$ cat src/common/mc_apb_pkg.sv
//////////////////////////////
// word map, widths and field positions of the APB register slave
// imported by every RTL block of the controller register file
//////////////////////////////
`default_nettype none

package mc_apb_pkg;

  localparam int APB_ADDR_W  = 16;
  localparam int APB_DATA_W  = 32;
  localparam int WORD_ADDR_W = APB_ADDR_W - 2;       // paddr above the byte offset

  localparam int NB_RANK    = 2;
  localparam int RANK_IDX_W = 3;                     // index >= NB_RANK selects no rank
  localparam int ERR_W      = 7;

  localparam int MR4_TICKS_PER_UNIT = 10;
  localparam int MR4_INTERVAL_W     = 6;
  localparam int MR4_CNT_W          = 10;            // holds 63 units of 10 ticks
  localparam logic [MR4_INTERVAL_W-1:0] MR4_INTERVAL_RST = 6'd2;

  // mapped words, byte address shifted down by two
  typedef enum logic [WORD_ADDR_W-1:0] {
    WORD_RANK  = 14'h00,                             // 00h
    WORD_TRAIN = 14'h04,                             // 10h
    WORD_MRCTL = 14'h06,                             // 18h
    WORD_MR4   = 14'h10,                             // 40h
    WORD_ISTAT = 14'h18,                             // 60h
    WORD_IEN   = 14'h19                              // 64h
  } reg_word_e;

  // bit of each word in the decoder select vectors
  localparam int SEL_RANK  = 0;
  localparam int SEL_TRAIN = 1;
  localparam int SEL_MRCTL = 2;
  localparam int SEL_MR4   = 3;
  localparam int SEL_ISTAT = 4;
  localparam int SEL_IEN   = 5;
  localparam int NB_WORD   = 6;

  localparam int MRW_BIT = 16, MRR_BIT = 17, BUSY_BIT = 18, MRW_DONE_BIT = 21, MRR_DONE_BIT = 22;
  localparam int RANK_IDX_LSB = 24;
  localparam int MR4_DIS_BIT  = 11;
  localparam int ERR_LSB      = 8;                   // error fields sit in lane1

  typedef enum logic [2:0] {
    TRAIN_CA      = 3'd0,
    TRAIN_WR_DQ   = 3'd1,
    TRAIN_WR_LVL  = 3'd2,
    TRAIN_RD_LVL  = 3'd3,
    TRAIN_RD_GATE = 3'd4,
    TRAIN_ZQ      = 3'd5,
    TRAIN_ALL     = 3'd6
  } train_kind_e;

  localparam int TRAIN_W = int'(TRAIN_ALL) + 1;      // one start/busy bit per kind

endpackage

`default_nettype wire
$ cat src/rtl/mc_apb_regs_top.sv
//////////////////////////////
// APB register slave of the LPDDR3/4 controller
// decoder and register blocks on one 32-bit port
//////////////////////////////
`timescale 1ns/1ps
`default_nettype none

module mc_apb_regs_top (
  input  wire                                pclk_i,
  input  wire                                prst_ni,
  input  wire  [mc_apb_pkg::APB_ADDR_W-1:0]  paddr_i,
  input  wire                                psel_i,
  input  wire                                penable_i,
  input  wire                                pwrite_i,
  input  wire  [mc_apb_pkg::APB_DATA_W-1:0]  pwdata_i,
  input  wire  [3:0]                         pstrb_i,
  output logic                               pready_o,
  output logic [mc_apb_pkg::APB_DATA_W-1:0]  prdata_o,
  output logic                               pslverr_o,
  output logic [mc_apb_pkg::NB_RANK-1:0]     rank_mrw_o,
  output logic [mc_apb_pkg::NB_RANK-1:0]     rank_mrr_o,
  input  wire  [mc_apb_pkg::NB_RANK-1:0]     mrw_done_i,
  input  wire  [mc_apb_pkg::NB_RANK-1:0]     mrr_done_i,
  output logic [mc_apb_pkg::TRAIN_W-1:0]     train_start_o,
  input  wire  [mc_apb_pkg::TRAIN_W-1:0]     train_done_i,
  input  wire  [mc_apb_pkg::ERR_W-1:0]       mc_err_i,
  output logic                               mc_intr_o,
  output logic                               mr4_pulse_o
);

  import mc_apb_pkg::*;

  logic [NB_WORD-1:0]    wr_sel;
  logic [NB_WORD-1:0]    rd_sel;
  logic [3:0]            byte_we;
  logic [APB_DATA_W-1:0] rank_rdata;
  logic [APB_DATA_W-1:0] train_rdata;
  logic [APB_DATA_W-1:0] intr_rdata;
  logic [APB_DATA_W-1:0] mr4_rdata;

  apb_reg_decode u_decode (
    .paddr_i(paddr_i), .psel_i(psel_i), .penable_i(penable_i), .pwrite_i(pwrite_i),
    .pstrb_i(pstrb_i), .wr_sel_o(wr_sel), .rd_sel_o(rd_sel), .byte_we_o(byte_we),
    .pready_o(pready_o), .pslverr_o(pslverr_o)
  );

  rank_mr_regs u_rank (
    .pclk_i(pclk_i), .prst_ni(prst_ni), .wr_sel_i(wr_sel[SEL_RANK]),
    .rd_sel_i(rd_sel[SEL_RANK]), .byte_we_i(byte_we), .wdata_i(pwdata_i),
    .mrw_done_i(mrw_done_i), .mrr_done_i(mrr_done_i), .rdata_o(rank_rdata),
    .rank_mrw_o(rank_mrw_o), .rank_mrr_o(rank_mrr_o)
  );

  training_ctrl u_train (
    .pclk_i(pclk_i), .prst_ni(prst_ni), .wr_sel_i(wr_sel[SEL_TRAIN]),
    .rd_sel_i(rd_sel[SEL_TRAIN]), .byte_we0_i(byte_we[0]),
    .wdata_i(pwdata_i[TRAIN_W-1:0]), .train_done_i(train_done_i),
    .rdata_o(train_rdata), .train_start_o(train_start_o)
  );

  intr_ctrl u_intr (
    .pclk_i(pclk_i), .prst_ni(prst_ni), .stat_rd_i(rd_sel[SEL_ISTAT]),
    .en_wr_sel_i(wr_sel[SEL_IEN]), .en_rd_sel_i(rd_sel[SEL_IEN]),
    .byte_we_i(byte_we[1:0]), .wdata_i(pwdata_i[15:0]), .mrw_done_i(mrw_done_i),
    .mrr_done_i(mrr_done_i), .mc_err_i(mc_err_i), .rdata_o(intr_rdata),
    .mc_intr_o(mc_intr_o)
  );

  mr4_pulse_timer u_mr4 (
    .pclk_i(pclk_i), .prst_ni(prst_ni), .mr4_wr_i(wr_sel[SEL_MR4]),
    .ctl_wr_i(wr_sel[SEL_MRCTL]), .rd_sel_i({rd_sel[SEL_MRCTL], rd_sel[SEL_MR4]}),
    .byte_we_i(byte_we[1:0]), .wdata_i(pwdata_i), .rdata_o(mr4_rdata),
    .mr4_pulse_o(mr4_pulse_o)
  );

  // blocks drive zero when not read
  assign prdata_o = rank_rdata | train_rdata | intr_rdata | mr4_rdata;

endmodule

`default_nettype wire

$ cat src/rtl/mr4_pulse_timer.sv
//////////////////////////////
// MR4 read timer; a pulse every interval x 10 cycles,
// restarted by any write to its two words
//////////////////////////////
`timescale 1ns/1ps
`default_nettype none

module mr4_pulse_timer (
  input  wire                                pclk_i,
  input  wire                                prst_ni,
  input  wire                                mr4_wr_i,
  input  wire                                ctl_wr_i,
  input  wire  [1:0]                         rd_sel_i,    // 1 mrctl, 0 interval
  input  wire  [1:0]                         byte_we_i,
  input  wire  [mc_apb_pkg::APB_DATA_W-1:0]  wdata_i,
  output logic [mc_apb_pkg::APB_DATA_W-1:0]  rdata_o,
  output logic                               mr4_pulse_o
);

  import mc_apb_pkg::*;

  logic [MR4_INTERVAL_W-1:0] interval_q;
  logic                      dis_q;
  logic [MR4_CNT_W-1:0]      count_q;
  logic [MR4_CNT_W-1:0]      target;
  logic                      run;

  assign target      = MR4_CNT_W'(interval_q) * MR4_CNT_W'(MR4_TICKS_PER_UNIT);
  assign run         = ~dis_q & (|interval_q);     // zero interval stops the timer
  assign mr4_pulse_o = run & (count_q == target);

  always_ff @(posedge pclk_i or negedge prst_ni)
  begin
    if (!prst_ni)
    begin
      interval_q <= MR4_INTERVAL_RST;
      dis_q      <= 1'b0;
      count_q    <= '0;
    end
    else
    begin
      if (mr4_wr_i & byte_we_i[0])
      begin
        interval_q <= wdata_i[MR4_INTERVAL_W-1:0];
      end
      if (ctl_wr_i & byte_we_i[1])
      begin
        dis_q <= wdata_i[MR4_DIS_BIT];
      end
      if (mr4_wr_i | ctl_wr_i)
        count_q <= '0;                                // restart
      else if (mr4_pulse_o)
        count_q <= MR4_CNT_W'(1);
      else if (run)
        count_q <= count_q + 1'b1;
    end
  end

  always_comb
  begin
    rdata_o = '0;
    if (rd_sel_i[0])
      rdata_o[MR4_INTERVAL_W-1:0] = interval_q;
    if (rd_sel_i[1])
      rdata_o[MR4_DIS_BIT] = dis_q;
  end

endmodule

`default_nettype wire

$ cat src/rtl/intr_ctrl.sv
//////////////////////////////
// sticky rank-done and error status, clear on read,
// with enables masking them onto the interrupt pin
//////////////////////////////
`timescale 1ns/1ps
`default_nettype none

module intr_ctrl (
  input  wire                                pclk_i,
  input  wire                                prst_ni,
  input  wire                                stat_rd_i,
  input  wire                                en_wr_sel_i,
  input  wire                                en_rd_sel_i,
  input  wire  [1:0]                         byte_we_i,
  input  wire  [15:0]                        wdata_i,
  input  wire  [mc_apb_pkg::NB_RANK-1:0]     mrw_done_i,
  input  wire  [mc_apb_pkg::NB_RANK-1:0]     mrr_done_i,
  input  wire  [mc_apb_pkg::ERR_W-1:0]       mc_err_i,
  output logic [mc_apb_pkg::APB_DATA_W-1:0]  rdata_o,
  output logic                               mc_intr_o
);

  import mc_apb_pkg::*;

  logic [NB_RANK-1:0] rank_stat_q;
  logic [ERR_W-1:0]   err_stat_q;
  logic [NB_RANK-1:0] rank_en_q;
  logic [ERR_W-1:0]   err_en_q;
  logic [NB_RANK-1:0] rank_set;

  assign rank_set = mrw_done_i | mrr_done_i;

  //////////////////////////////
  // status and enables
  //////////////////////////////
  always_ff @(posedge pclk_i or negedge prst_ni)
  begin
    if (!prst_ni)
    begin
      rank_stat_q <= '0;
      err_stat_q  <= '0;
      rank_en_q   <= '1;
      err_en_q    <= '1;
    end
    else
    begin
      // a set in the read cycle survives the clear
      rank_stat_q <= rank_set | (stat_rd_i ? '0 : rank_stat_q);
      err_stat_q  <= mc_err_i | (stat_rd_i ? '0 : err_stat_q);
      if (en_wr_sel_i & byte_we_i[0])
      begin
        rank_en_q <= wdata_i[NB_RANK-1:0];
      end
      if (en_wr_sel_i & byte_we_i[1])
      begin
        err_en_q <= wdata_i[ERR_LSB +: ERR_W];
      end
    end
  end

  assign mc_intr_o = (|(rank_stat_q & rank_en_q)) | (|(err_stat_q & err_en_q));

  always_comb
  begin
    rdata_o = '0;
    if (stat_rd_i)
    begin
      rdata_o[NB_RANK-1:0]      = rank_stat_q;
      rdata_o[ERR_LSB +: ERR_W] = err_stat_q;
    end
    if (en_rd_sel_i)
    begin
      rdata_o[NB_RANK-1:0]      = rank_en_q;
      rdata_o[ERR_LSB +: ERR_W] = err_en_q;
    end
  end

endmodule

`default_nettype wire

$ cat src/rtl/training_ctrl.sv
//////////////////////////////
// training start register; a one-cycle start pulse
// and a busy bit per training kind
//////////////////////////////
`timescale 1ns/1ps
`default_nettype none

module training_ctrl (
  input  wire                                pclk_i,
  input  wire                                prst_ni,
  input  wire                                wr_sel_i,
  input  wire                                rd_sel_i,
  input  wire                                byte_we0_i,
  input  wire  [mc_apb_pkg::TRAIN_W-1:0]     wdata_i,
  input  wire  [mc_apb_pkg::TRAIN_W-1:0]     train_done_i,
  output logic [mc_apb_pkg::APB_DATA_W-1:0]  rdata_o,
  output logic [mc_apb_pkg::TRAIN_W-1:0]     train_start_o
);

  import mc_apb_pkg::*;

  logic [TRAIN_W-1:0] start_set;                    // bit k is train_kind_e k
  logic [TRAIN_W-1:0] busy_q;

  assign start_set = (wr_sel_i & byte_we0_i) ? wdata_i : '0;

  always_ff @(posedge pclk_i or negedge prst_ni)
  begin
    if (!prst_ni)
    begin
      train_start_o <= '0;
      busy_q        <= '0;
    end
    else
    begin
      train_start_o <= start_set;                     // pulse the cycle after the write
      busy_q        <= start_set | (busy_q & ~train_done_i);   // start beats done
    end
  end

  always_comb
  begin
    rdata_o = '0;
    if (rd_sel_i)
    begin
      rdata_o[TRAIN_W-1:0] = busy_q;
    end
  end

endmodule

`default_nettype wire

$ cat src/rank_ctrl/rank_mr_regs.sv
//////////////////////////////
// per-rank mode register access with address/data,
// MRW/MRR strobes to the controller, busy and sticky done flags
//////////////////////////////
`timescale 1ns/1ps
`default_nettype none

module rank_mr_regs (
  input  wire                                pclk_i,
  input  wire                                prst_ni,
  input  wire                                wr_sel_i,
  input  wire                                rd_sel_i,
  input  wire  [3:0]                         byte_we_i,
  input  wire  [mc_apb_pkg::APB_DATA_W-1:0]  wdata_i,
  input  wire  [mc_apb_pkg::NB_RANK-1:0]     mrw_done_i,
  input  wire  [mc_apb_pkg::NB_RANK-1:0]     mrr_done_i,
  output logic [mc_apb_pkg::APB_DATA_W-1:0]  rdata_o,
  output logic [mc_apb_pkg::NB_RANK-1:0]     rank_mrw_o,
  output logic [mc_apb_pkg::NB_RANK-1:0]     rank_mrr_o
);

  import mc_apb_pkg::*;

  logic [RANK_IDX_W-1:0]   rank_idx_q;
  logic [NB_RANK-1:0][7:0] mr_addr_q;
  logic [NB_RANK-1:0][7:0] mr_data_q;
  logic [NB_RANK-1:0]      busy_q;
  logic [NB_RANK-1:0]      mrw_done_q;
  logic [NB_RANK-1:0]      mrr_done_q;
  logic [NB_RANK-1:0]      rank_oh;                  // all zero when index out of range
  logic [NB_RANK-1:0]      mrw_set;
  logic [NB_RANK-1:0]      mrr_set;
  logic                    ctl_we;

  always_comb
  begin
    for (int r = 0; r < NB_RANK; r++)
    begin
      rank_oh[r] = (rank_idx_q == RANK_IDX_W'(r));
    end
  end

  assign ctl_we  = wr_sel_i & byte_we_i[2];
  assign mrw_set = (ctl_we & wdata_i[MRW_BIT]) ? rank_oh : '0;
  assign mrr_set = (ctl_we & wdata_i[MRR_BIT]) ? rank_oh : '0;

  always_ff @(posedge pclk_i or negedge prst_ni)
  begin
    if (!prst_ni)
    begin
      rank_idx_q <= '0;
      mr_addr_q  <= '0;
      mr_data_q  <= '0;
      busy_q     <= '0;
      mrw_done_q <= '0;
      mrr_done_q <= '0;
      rank_mrw_o <= '0;
      rank_mrr_o <= '0;
    end
    else
    begin
      if (wr_sel_i & byte_we_i[3])
      begin
        rank_idx_q <= wdata_i[RANK_IDX_LSB +: RANK_IDX_W];
      end
      rank_mrw_o <= mrw_set;                          // one cycle wide
      rank_mrr_o <= mrr_set;
      for (int r = 0; r < NB_RANK; r++)
      begin
        if (wr_sel_i & byte_we_i[0] & rank_oh[r])
        begin
          mr_addr_q[r] <= wdata_i[7:0];
        end
        if (wr_sel_i & byte_we_i[1] & rank_oh[r])
        begin
          mr_data_q[r] <= wdata_i[15:8];
        end
        // a new command wins over a done in the same cycle
        if (mrw_set[r] | mrr_set[r])
        begin
          busy_q[r] <= 1'b1;
        end
        else if (mrw_done_i[r] | mrr_done_i[r])
        begin
          busy_q[r] <= 1'b0;
        end
        mrw_done_q[r] <= mrw_done_i[r] | (mrw_done_q[r] & ~(rd_sel_i & rank_oh[r]));
        mrr_done_q[r] <= mrr_done_i[r] | (mrr_done_q[r] & ~(rd_sel_i & rank_oh[r]));
      end
    end
  end

  // read back the indexed rank
  always_comb
  begin
    rdata_o = '0;
    if (rd_sel_i)
    begin
      rdata_o[RANK_IDX_LSB +: RANK_IDX_W] = rank_idx_q;
      for (int r = 0; r < NB_RANK; r++)
      begin
        if (rank_oh[r])
        begin
          rdata_o[7:0]          = mr_addr_q[r];
          rdata_o[15:8]         = mr_data_q[r];
          rdata_o[BUSY_BIT]     = busy_q[r];
          rdata_o[MRW_DONE_BIT] = mrw_done_q[r];
          rdata_o[MRR_DONE_BIT] = mrr_done_q[r];
        end
      end
    end
  end

endmodule

`default_nettype wire

$ cat src/rtl/apb_reg_decode.sv
//////////////////////////////
// APB access phase decode into one-hot word selects,
// lane write enables and the unmapped-word slave error
//////////////////////////////
`timescale 1ns/1ps
`default_nettype none

module apb_reg_decode (
  input  wire  [mc_apb_pkg::APB_ADDR_W-1:0] paddr_i,
  input  wire                               psel_i,
  input  wire                               penable_i,
  input  wire                               pwrite_i,
  input  wire  [3:0]                        pstrb_i,
  output logic [mc_apb_pkg::NB_WORD-1:0]    wr_sel_o,
  output logic [mc_apb_pkg::NB_WORD-1:0]    rd_sel_o,
  output logic [3:0]                        byte_we_o,
  output logic                              pready_o,
  output logic                              pslverr_o
);

  import mc_apb_pkg::*;

  logic                   access;                    // access phase cycle
  logic [WORD_ADDR_W-1:0] word_addr;
  logic [NB_WORD-1:0]     hit;

  assign access    = psel_i & penable_i;
  assign word_addr = paddr_i[APB_ADDR_W-1:2];

  //////////////////////////////
  // word match
  //////////////////////////////
  assign hit[SEL_RANK]  = (word_addr == WORD_RANK);
  assign hit[SEL_TRAIN] = (word_addr == WORD_TRAIN);
  assign hit[SEL_MRCTL] = (word_addr == WORD_MRCTL);
  assign hit[SEL_MR4]   = (word_addr == WORD_MR4);
  assign hit[SEL_ISTAT] = (word_addr == WORD_ISTAT);
  assign hit[SEL_IEN]   = (word_addr == WORD_IEN);

  //////////////////////////////
  // selects and response
  //////////////////////////////
  assign wr_sel_o  = (access & pwrite_i) ? hit : '0;
  assign rd_sel_o  = (access & ~pwrite_i) ? hit : '0;
  assign byte_we_o = (|wr_sel_o) ? pstrb_i : 4'b0000;   // lanes of a mapped write only

  assign pready_o  = psel_i;                            // zero wait states
  assign pslverr_o = access & ~(|hit);                  // unmapped word

endmodule

`default_nettype wire

$ cat config.mk
export PLATFORM = sky130hd
export DESIGN_NAME = mc_apb_regs_top
export DESIGN_NICKNAME = d
export VERILOG_FILES = /design/src/common/mc_apb_pkg.sv /design/src/rtl/mc_apb_regs_top.sv /design/src/rtl/mr4_pulse_timer.sv /design/src/rtl/intr_ctrl.sv /design/src/rtl/training_ctrl.sv /design/src/rank_ctrl/rank_mr_regs.sv /design/src/rtl/apb_reg_decode.sv
export SDC_FILE = /design/constraint.sdc
export NUM_CORES = 1
export LEC_CHECK = 0
export BUFFER_PORTS_ARGS = -buffer_cell sky130_fd_sc_hd__clkbuf_2
export CAP_MARGIN = 15
export CORE_MARGIN = 2
export CORE_UTILIZATION = 35
export DETAILED_ROUTE_END_ITERATION = 8
export PLACE_DENSITY = 0.56
export SLEW_MARGIN = 0
export SYNTH_ARGS = -nofsm -noshare
export SYNTH_HDL_FRONTEND = slang
export SYNTH_SLANG_ARGS = --single-unit
$ cat constraint.sdc
create_clock -name pclk_i -period 2.9 [get_ports pclk_i]
set_clock_uncertainty 0.2 [all_clocks]
set_input_delay 0.29 -clock pclk_i [delete_from_list [all_inputs] [get_ports pclk_i]]
set_output_delay 0.29 -clock pclk_i [all_outputs]
set_load 0.01 [all_outputs]
* After elaboration in Yosys (flattened, before gate mapping)
Index checks and enable logic that the tools add are counted.
** Operators by class
- Muxes and demuxes :: 32
- $lt $le $gt $ge :: 0
- Multiply operators :: 1
- Equality and inequality tests :: 7
- Shifts and indexed selects :: 0
- Add/sub/neg operators :: 1
- Div/mod/pow operators :: 0
- Bitwise gates (word level) :: 53
- Reduce and logical (&&, ||, !) cells :: 10
** Operators by type and width (number)
- 16-bit two-way mux :: 3
- 14-bit by 5-bit equality test with 1-bit output (second input constant) :: 3
- 7-bit two-way mux :: 5
- 10-bit two-way mux :: 3
- 14-bit by 3-bit equality test with 1-bit output (second input constant) :: 2
- 1-bit bitwise AND :: 27
- 27-bit by 12-bit bitwise OR with 27-bit output :: 1
- 27-bit by 15-bit bitwise OR with 27-bit output :: 1
- 27-bit by 7-bit bitwise OR with 27-bit output :: 1
- 6-bit two-way mux :: 3
- 6-bit OR reduction :: 3
- 2-bit two-way mux :: 8
- 7-bit bitwise AND :: 2
- 14-bit zero test :: 1
- 7-bit bitwise OR :: 2
- 10-bit by 1-bit adder with 10-bit output (second input constant) :: 1
- 10-bit equality test :: 1
- 1-bit bitwise OR :: 10
- 6-bit by 3-bit multiplier with 9-bit output (second input constant) :: 1
- 1-bit two-way mux :: 8
- 7-bit NOT :: 1
- 7-bit OR reduction :: 1
- 1-bit NOT :: 5
- 4-bit two-way mux :: 1
- 8 further kinds :: 10
** Word-level totals
- RAM bits :: 0
- Bits in latches :: 0
- Output and inout bits :: 47
- Logic and storage cells :: 124
- Flip-flop bits (word level) :: 94
- Bits in read-only memories :: 0
- Input bits :: 75
- Memories :: 0

* Depth between registers and ports, before layout
Gate-level depths: netlist of run 1.
- Word-level depth :: 10
- Mapped depth :: 9
- Mapped depth without buffers :: 9

* Hierarchy
From an unflattened synthesis of run 1, not the netlist that was laid out.
** Second synthesis, totals
- Cells, all modules :: 525
- Area, all modules :: 5679.2 um^2
** By module, submodules not included
- rank_mr_regs :: seq. area each 1126.1 um^2, cells an instance 150, area each 2082.0 um^2, instances 1
- mr4_pulse_timer :: seq. area each 426.7 um^2, cells an instance 147, area each 1386.3 um^2, instances 1
- intr_ctrl :: seq. area each 461.7 um^2, cells an instance 81, area each 969.7 um^2, instances 1
- training_ctrl :: seq. area each 350.3 um^2, cells an instance 68, area each 718.2 um^2, instances 1
- apb_reg_decode :: seq. area each 0.0 um^2, cells an instance 47, area each 282.8 um^2, instances 1
- mc_apb_regs_top :: seq. area each 0.0 um^2, cells an instance 32, area each 240.2 um^2, instances 1

* Worst setup path after synthesis of run 1
No wires, ideal clock.
- Path kind :: register to register
- Start :: register u_mr4.interval_q[1]
- End :: register u_mr4.count_q[1]
- Clock period less this slack :: 3.179 ns
- Data required time :: 2.540 ns
- Library setup time :: 0.160 ns
- Stages on the path, launching flop included :: 10
- Setup slack :: -0.279 ns
- Arrival time :: 2.819 ns
- Buffers on the path :: 0
- Cell sequence :: dfstp_2 ha_1 ha_1 inv_1 fa_1 xnor2_1 nor4_1 nand4_1 nor4_2 o21ai_0
** Between the ends
- Longest elaborated chain between the ends :: 5
- Elaborated cells on any way between the ends :: 8
- Those cells by class :: 1 x mul; 1 x eq/ne; 2 x mux; 2 x bitwise; 2 x reduce/logical
** Ends and longest elaborated chain
- start, declared :: RTL line mr4_pulse_timer.sv:22 : logic [MR4_INTERVAL_W-1:0] interval_q;
- start signal, assigned :: RTL line mr4_pulse_timer.sv:44 : interval_q <= wdata_i[MR4_INTERVAL_W-1:0];
- 6-bit by 3-bit multiplier with 9-bit output / 6-bit OR reduction (equally long branches) :: RTL line mr4_pulse_timer.sv:28, mr4_pulse_timer.sv:29
- 10-bit equality test / 1-bit bitwise AND (equally long branches) :: RTL line mr4_pulse_timer.sv:30, mr4_pulse_timer.sv:29
- 1-bit bitwise AND * :: RTL line mr4_pulse_timer.sv:30 : assign mr4_pulse_o = run & (count_q == target);
- named net mr4_pulse_o :: RTL line mc_apb_regs_top.sv:28 : output logic mr4_pulse_o
- 10-bit two-way mux :: RTL line mr4_pulse_timer.sv:52 : else if (mr4_pulse_o)
- 10-bit two-way mux :: RTL line mr4_pulse_timer.sv:50 : if (mr4_wr_i | ctl_wr_i)
- end signal, assigned :: RTL line mr4_pulse_timer.sv:55 : count_q <= count_q + 1'b1;
- end, declared :: RTL line mr4_pulse_timer.sv:24 : logic [MR4_CNT_W-1:0] count_q;
Mark *: on every way through the listed nets, which the timed path passes. The rest lies on a longest branch.
A chain may end at the register's enable or synchronous reset.

* Worst setup path in the final report of run 1
- Start :: register u_mr4.interval_q[1]
- End :: output mr4_pulse_o
** Between the ends
- Longest elaborated chain between the ends :: 3
- Elaborated cells on any way between the ends :: 5
- Those cells by class :: 1 x mul; 1 x eq/ne; 2 x bitwise; 1 x reduce/logical
** Ends and longest elaborated chain (RTL line)
- 6-bit by 3-bit multiplier with 9-bit output / 6-bit OR reduction (equally long branches) :: mr4_pulse_timer.sv:28, mr4_pulse_timer.sv:29
- 10-bit equality test / 1-bit bitwise AND (equally long branches) :: mr4_pulse_timer.sv:30, mr4_pulse_timer.sv:29
- 1-bit bitwise AND * :: mr4_pulse_timer.sv:30
- end, declared :: mc_apb_regs_top.sv:28
Every way passes the cells marked *; elsewhere a longest branch is shown, timed or not.

==> results.yml, run 1 <==
drt:
  antenna_left: 0
  avgRoutedWirePerCell_microns: 16.42
  drtPass1Iterations: 5
  num_vias: 3844
  drc_errors: 0
  viasPerCell: 5.139
  routed_wl_mm: 12.28
  drt-initial-drc-count: 189
sta:
  setup_viol: 1
  grt_setup_unrepaired: "true"
  worst_slack_ns: -0.1786
  period_share: 1.062
  hold_viol: 0
  hold-worst-slack_ns: 0.009183
  period_minus_slack_ns: 3.079
  slew_violations: 0
  fmax_mhz: 324.8
  worst_slew_pin_slew_ns: 0.5752
  slew_headroom: 0.6166
die:
  num_rows: 43
  die_h_microns: 122.4
  start_util: 0.3562
  boundaryPins: 122
  die_w_microns: 122.4
  die_area_sq_um: 14980
  core_area_sq_um: 13770
global_routing:
  use_met2: 0.2712
  grt_pass1_wl_mm: 19.84
  grt_usage: 0.1703
  grt_pass1_vias: 3878
  busiest_layer: "met2"
  grt_max_degree: 44
  met3_usage: 0.02788
  grt_overflow: 0
  use_met1: 0.2363
  antenna_found_initial: 0
min_path:
  hp-class: "input port to flip-flop"
logic_synthesis:
  seq_area_frac_synth: 0.4820
  synth_warnings: 0
  synth_edf_count: 0
  ys_seq_elements: 94
  syn-mean-instance-area_sq_um: 11.44
  synthCells: 429
  synth_cell_types: 58
  synth_top_cell_by_area: "dfrtp_1"
  yosys-top-cells-area: "dfrtp_1, mux2_2, dfstp_2, mux2i_1, nor2_1"
  synthFlopType: "dfrtp_1"
  syn_area_sq_um: 4906
  postSynth.asyncResetShare: 1.000
  yosysTopAreaCellShare: 0.4285
placed_design:
  globalplace.congestion: 0.8384
  post-dp-hpwl_mm: 8.896
  dpl_cell_area_sq_um: 5655
  io_buffers: 98
setup_path:
  crit_end: "mr4_pulse_o"
  worstPathArrival_ns: 2.59
  reg2reg_depth: 10
  critical_path_class: "flip-flop to output pin"
  required_ns: 2.41
  reg2reg_slack_ns: 0.19
  r2r_start: "u_mr4.interval_q[1]$_DFFE_PN1P_"
  timing.rr.end: "u_mr4.count_q[4]$_DFFE_PN0P_"
  end_kind: "output pin"
  path_max_fanout: 2
  worstSetupStartpoint: "u_mr4.interval_q[1]$_DFFE_PN1P_"
  critPathLaunchType: "flip-flop"
cells_and_area:
  nets: 648
  final_cell_area_sq_um: 6223
  num_antenna_cells: 0
  final_layout_size_suffix_gt1_frac: 0.3873
  syn2layout_area_growth_pct: 26.86
power:
  ir_drop_mv: 0.2918
  p_per_area_nw_per_um2: 429.9
  p_leak_uw: 0.003003
status:
  violations: "setup timing"
  status: "finished, violations left"
clock_network:
  cts.path.max_buffers: 2
  cts_root_buf: "clkbuf_16"
  cts_tree: "done"
  clk_pin_slew_ns: 0.07
  cts_made_buffers: 9
  htreeDepth: 3
  cts_sinks: 94
  post-cts-setup-buffers: 0
  clk_latency_ns: 0.34
job:
  maxCapViolations: 0
[critical path, stage by stage, from the launching register on]
cell     delay [ns]
dfstp_2        0.55
ha_4           0.20
ha_4           0.15
inv_2          0.05
fa_1           0.45
xnor2_2        0.16
nor4_2         0.13
nand4_1        0.20
nor4_4         0.20
buf_2          0.18
[per-stage QoR]
step	total power [uW]	TNS, ns	setup WS (ns)	util	std cells
floorplan	1395	0	0.01531	-	438
global placement	1485	0	0.008316	0.4106	710
detailed placement	1489	-0.005731	-0.005731	0.4106	710
CTS	2712	-0.3000	-0.3000	0.4500	748
global route	2788	-0.3251	-0.3251	0.4519	748
finish	2675	-0.1786	-0.1786	0.4519	748
[logic make-up after synthesis]
kind of cell,count (synthesis),share of synthesized area
and+or+nand+nor,129,0.1507
other,1,0.0007644
buffers and inverters,36,0.04004
muxes,78,0.1724
AOI/OAI and AO/OA,62,0.09309
adders and majority gates,10,0.02703
DFF,94,0.4820
xor gates and xnor gates,19,0.03392
[synth_stat cells (8+ instances only)]
master / instances
a22o_1: 8
and2_1: 8
buf_4: 11
dfrtp_1: 84
dfstp_2: 10
ha_1: 9
inv_1: 14
mux2_2: 52
mux2i_1: 26
nand2_1: 19
nand3_1: 14
nand4_1: 10
nor2_1: 31
nor3_1: 15
o21ai_0: 11
xnor2_1: 11
xor2_1: 8
[power breakdown]
part	internal [uW]	total, uW	switching (uW)
sequential	1310	1310	1.53
combinational	72.5	171	98.7
clock	675	1190	515
[layer usage]
| layer | wire, microns | vias up |
|---|---|---|
| met3 | 586 | 10 |
| met2 | 5962 | 99 |
| met5 | 0 | - |
| met4 | 156 | 0 |
| li1 | - | 1819 |
| met1 | 5575 | 1916 |
[area by class of cell]
cell class / count / area [sq um]
clock inverter: 6 / 68.82
clock buffer: 10 / 229.0
sequential: 94 / 2365
fill: 1319 / 7550
multi-input combinational: 308 / 2437
tap: 180 / 225.2
inverter: 14 / 52.55
timing repair buffer: 136 / 845.8
[how the worst min path moves through the flow]
stage	from	to	slack [ns]	cells after the start
finish	pwdata_i[8]	u_intr.err_en_q[0]$_DFFE_PN1P_	0.009	2
global route	pwdata_i[13]	u_rank.mr_data_q[13]$_DFFE_PN0P_	0.01	2
CTS	pwdata_i[8]	u_intr.err_en_q[0]$_DFFE_PN1P_	0.00004	2
detailed placement	prst_ni	u_train.train_start_o[5]$_DFF_PN0_	0.13	1
global placement	prst_ni	u_train.train_start_o[5]$_DFF_PN0_	0.12	1
floorplan	prst_ni	u_intr.err_stat_q[0]$_DFF_PN0_	-0.21	0
[cell usage in the layout, fill, tap and decap left out, types with 11 or more instances in the layout]
| cell type | netlist | routed |
|---|---|---|
| clkbuf_2 | 0 | 96 |
| dfrtp_1 | 84 | 84 |
| mux2_2 | 52 | 52 |
| nor2_1 | 31 | 31 |
| mux2i_1 | 26 | 26 |
| dlygate4sd3_1 | 0 | 22 |
| nand2_1 | 19 | 19 |
| buf_4 | 11 | 16 |
| nor3_1 | 15 | 15 |
| nand3_1 | 14 | 14 |
| inv_1 | 14 | 13 |
| o21ai_0 | 11 | 11 |
[sequential cells by signal (all words and copies together) (netlist names), 3 cells and up]
register,count
u_rank.mr_addr_q,16
u_rank.mr_data_q,16
u_mr4.count_q,10
u_intr.err_en_q,7
u_intr.err_stat_q,7
u_train.busy_q,7
u_train.train_start_o,7
u_mr4.interval_q,6
u_rank.rank_idx_q,3
[what timing repair did]
action / CTS / global route
hold endpoints to repair: 63 / 0
pin swaps: 7 / 3
hold buffers: 22 / 0
cloned: 0 / 0
gates resized for setup: 4 / 5
endpoints found under the setup margin: 1 / 10
(Power assumes the default switching activity.)
==> run 2: changes to the inputs <==
--- a/config.mk
+++ b/config.mk
@@ -7,7 +7,6 @@
 export LEC_CHECK = 0
 export BUFFER_PORTS_ARGS = -buffer_cell sky130_fd_sc_hd__clkbuf_2
 export CAP_MARGIN = 15
-export CORE_MARGIN = 2
 export CORE_UTILIZATION = 35
 export DETAILED_ROUTE_END_ITERATION = 8
 export PLACE_DENSITY = 0.56
==> results.yml, run 2 (synthesized netlist as in run 1, its figures left out) <==
status:
  status: "finished, violations left"
  violations: "setup timing"
die:
  num_rows: 42
  core_area_sq_um: 13450
  die_h_microns: 120.4
  boundaryPins: 122
  die_w_microns: 120.4
  die_area_sq_um: 14500
  start_util: 0.3647
sta:
  period_share: 1.078
  slew_headroom: 0.5771
  period_minus_slack_ns: 3.126
  hold_viol: 0
  setup_viol: 1
  slew_violations: 0
  worst_slack_ns: -0.2264
  grt_setup_unrepaired: "true"
  fmax_mhz: 319.9
  worst_slew_pin_slew_ns: 0.6344
setup_path:
  end_kind: "output pin"
  reg2reg_slack_ns: 0.08
  slowest_delay_ns: 0.55
  reg2reg_depth: 11
  path_max_fanout: 2
  crit_end: "mr4_pulse_o"
  worstPathArrival_ns: 2.64
  timing.rr.end: "u_mr4.count_q[4]$_DFFE_PN0P_"
  cp_slowest_cell: "dfstp_2"
  cp.depth: 9
  critPathBufInv: 2
  critPathLaunchType: "flip-flop"
  cp_common_cell: "ha_4"
  critical_path_class: "flip-flop to output pin"
  crit_path_cell_trace: "ha_4 > ha_4 > inv_2 > fa_1 > xnor2_1 > nor4_1 > nand4_1 > nor4_4 > buf_2"
  r2r_start: "u_mr4.interval_q[1]$_DFFE_PN1P_"
  cp_top_family: "adder cells"
  worstSetupStartpoint: "u_mr4.interval_q[1]$_DFFE_PN1P_"
  required_ns: 2.41
cells_and_area:
  final_cells: 753
  multi_input_area_sq_um: 2464
  fillers: 1308
  final_layout_size_suffix_gt1_frac: 0.4003
  num_antenna_cells: 0
  final_cell_area_sq_um: 6327
  reg_top3: "u_rank.mr_addr_q x16, u_rank.mr_data_q x16, u_mr4.count_q x10"
  syn2layout_area_growth_pct: 28.97
  regArea_sq_um: 2365
  nets: 657
  final_common_cell: "clkbuf_2"
  final_cell_mix: "clkbuf_2, dfrtp_1, mux2_2"
global_routing:
  grt_overflow: 0
  grt_pass1_wl_mm: 19.78
  antenna_found_initial: 0
  grt_pass1_vias: 3891
  grt_usage: 0.1768
  grt_max_degree: 49
job:
  maxCapViolations: 0
clock_network:
  cts_made_buffers: 9
  cts_tree: "done"
  clk_pin_slew_ns: 0.07
  cts_root_buf: "clkbuf_16"
  cts_sinks: 94
  clk_latency_ns: 0.34
  cts.path.max_buffers: 2
  htreeDepth: 3
power:
  ir_drop_mv: 0.2355
  p_per_area_nw_per_um2: 424.1
  p_leak_uw: 0.003056
drt:
  drc_errors: 0
  avgRoutedWirePerCell_microns: 16.30
  num_vias: 3817
  routed_wl_mm: 12.27
  antenna_left: 0
  drtPass1Iterations: 4
  viasPerCell: 5.069
  drt-initial-drc-count: 131
placed_design:
  io_buffers: 98
  dpl_cell_area_sq_um: 5695
  post-dp-hpwl_mm: 8.988
  dp.cells: 712
  dp_slack_ns: 0.01823
  globalplace.congestion: 0.8290
min_path:
  hp-start: "pwdata_i[13]"
  hp-class: "input port to flip-flop"
run 2: cell count changes in the layout (fill, tap and decap cells not counted), moves of 2 or more:
cell        previous run  this run
o21ai_2                0         2
buf_4                 16        22
clkinvlp_4             1         3
nor3_1                15        10
xnor2_1                9        11
xnor2_2                2         0
nor3_2                 2         4
o21ai_0               11         9
nor3_4                 0         3
run 2: how the worst min path moves through the flow:
| stage | cells after the start | end | slack, ns |
|---|---|---|---|
| 2_1_floorplan | 0 | u_intr.err_stat_q[0]$_DFF_PN0_ | -0.21 |
| 3_3_place_gp | 1 | u_train.train_start_o[5]$_DFF_PN0_ | 0.15 |
| 3_5_place_dp | 1 | u_train.busy_q[5]$_DFF_PN0_ | 0.15 |
| 4_1_cts | 2 | u_train.busy_q[6]$_DFF_PN0_ | 0.005 |
| 5_1_grt | 2 | u_rank.mr_data_q[13]$_DFFE_PN0P_ | 0.01 |
| 6_report | 2 | u_rank.mr_data_q[13]$_DFFE_PN0P_ | 0.01 |
run 2: stage by stage:
step	hold WS, ns	util	TNS (ns)	power, uW
after floorplan	-0.2056	-	0	1395
after global placement	0.1479	0.4234	0	1486
after detailed placement	0.1526	0.4234	0	1489
after CTS	0.004736	0.4646	-0.2944	2714
after global routing	0.009749	0.4703	-0.8156	2788
final	0.01189	0.4703	-0.2264	2683
run 2: worst register-to-register path: cells and delay by family, from the launching register on:
kind / cells / cell delay (ns)
xor gates and xnor gates: 1 / 0.14
AOI/OAI and AO/OA: 1 / 0.08
buffers and inverters: 3 / 0.33
and+or+nand+nor: 3 / 0.61
adders and majority gates: 3 / 0.77
DFF: 1 / 0.55
run 2: layout make-up:
cell class                 count  area share
timing repair buffer         145      0.1465
clock inverter                 6     0.01107
clock buffer                  10     0.03619
tap                          176     0.03480
inverter                      14    0.008305
sequential                    94      0.3737
multi-input combinational    308      0.3894
run 2: routing by layer:
layer	track usage	up-vias	share of wire
met5	0	-	0
met2	0.2787	98	0.47
met1	0.2446	1881	0.48
li1	-	1828	-
met4	0.05170	0	0.012
met3	0.03632	10	0.037
run 2: power by group:
group	switching, uW	internal [uW]	total [uW]
clock	523	675	1200
sequential	1.47	1310	1310
combinational	98.2	73.6	172
run 2: repair_timing:
action | in CTS | in global routing
pin swaps | 7 | 12
gates cloned | 0 | 1
gates resized for setup | 4 | 17
buffers inserted | 0 | 1
endpoints found under the hold margin | 67 | 0
hold buffers | 23 | 0
endpoints found under the setup margin | 1 | 9
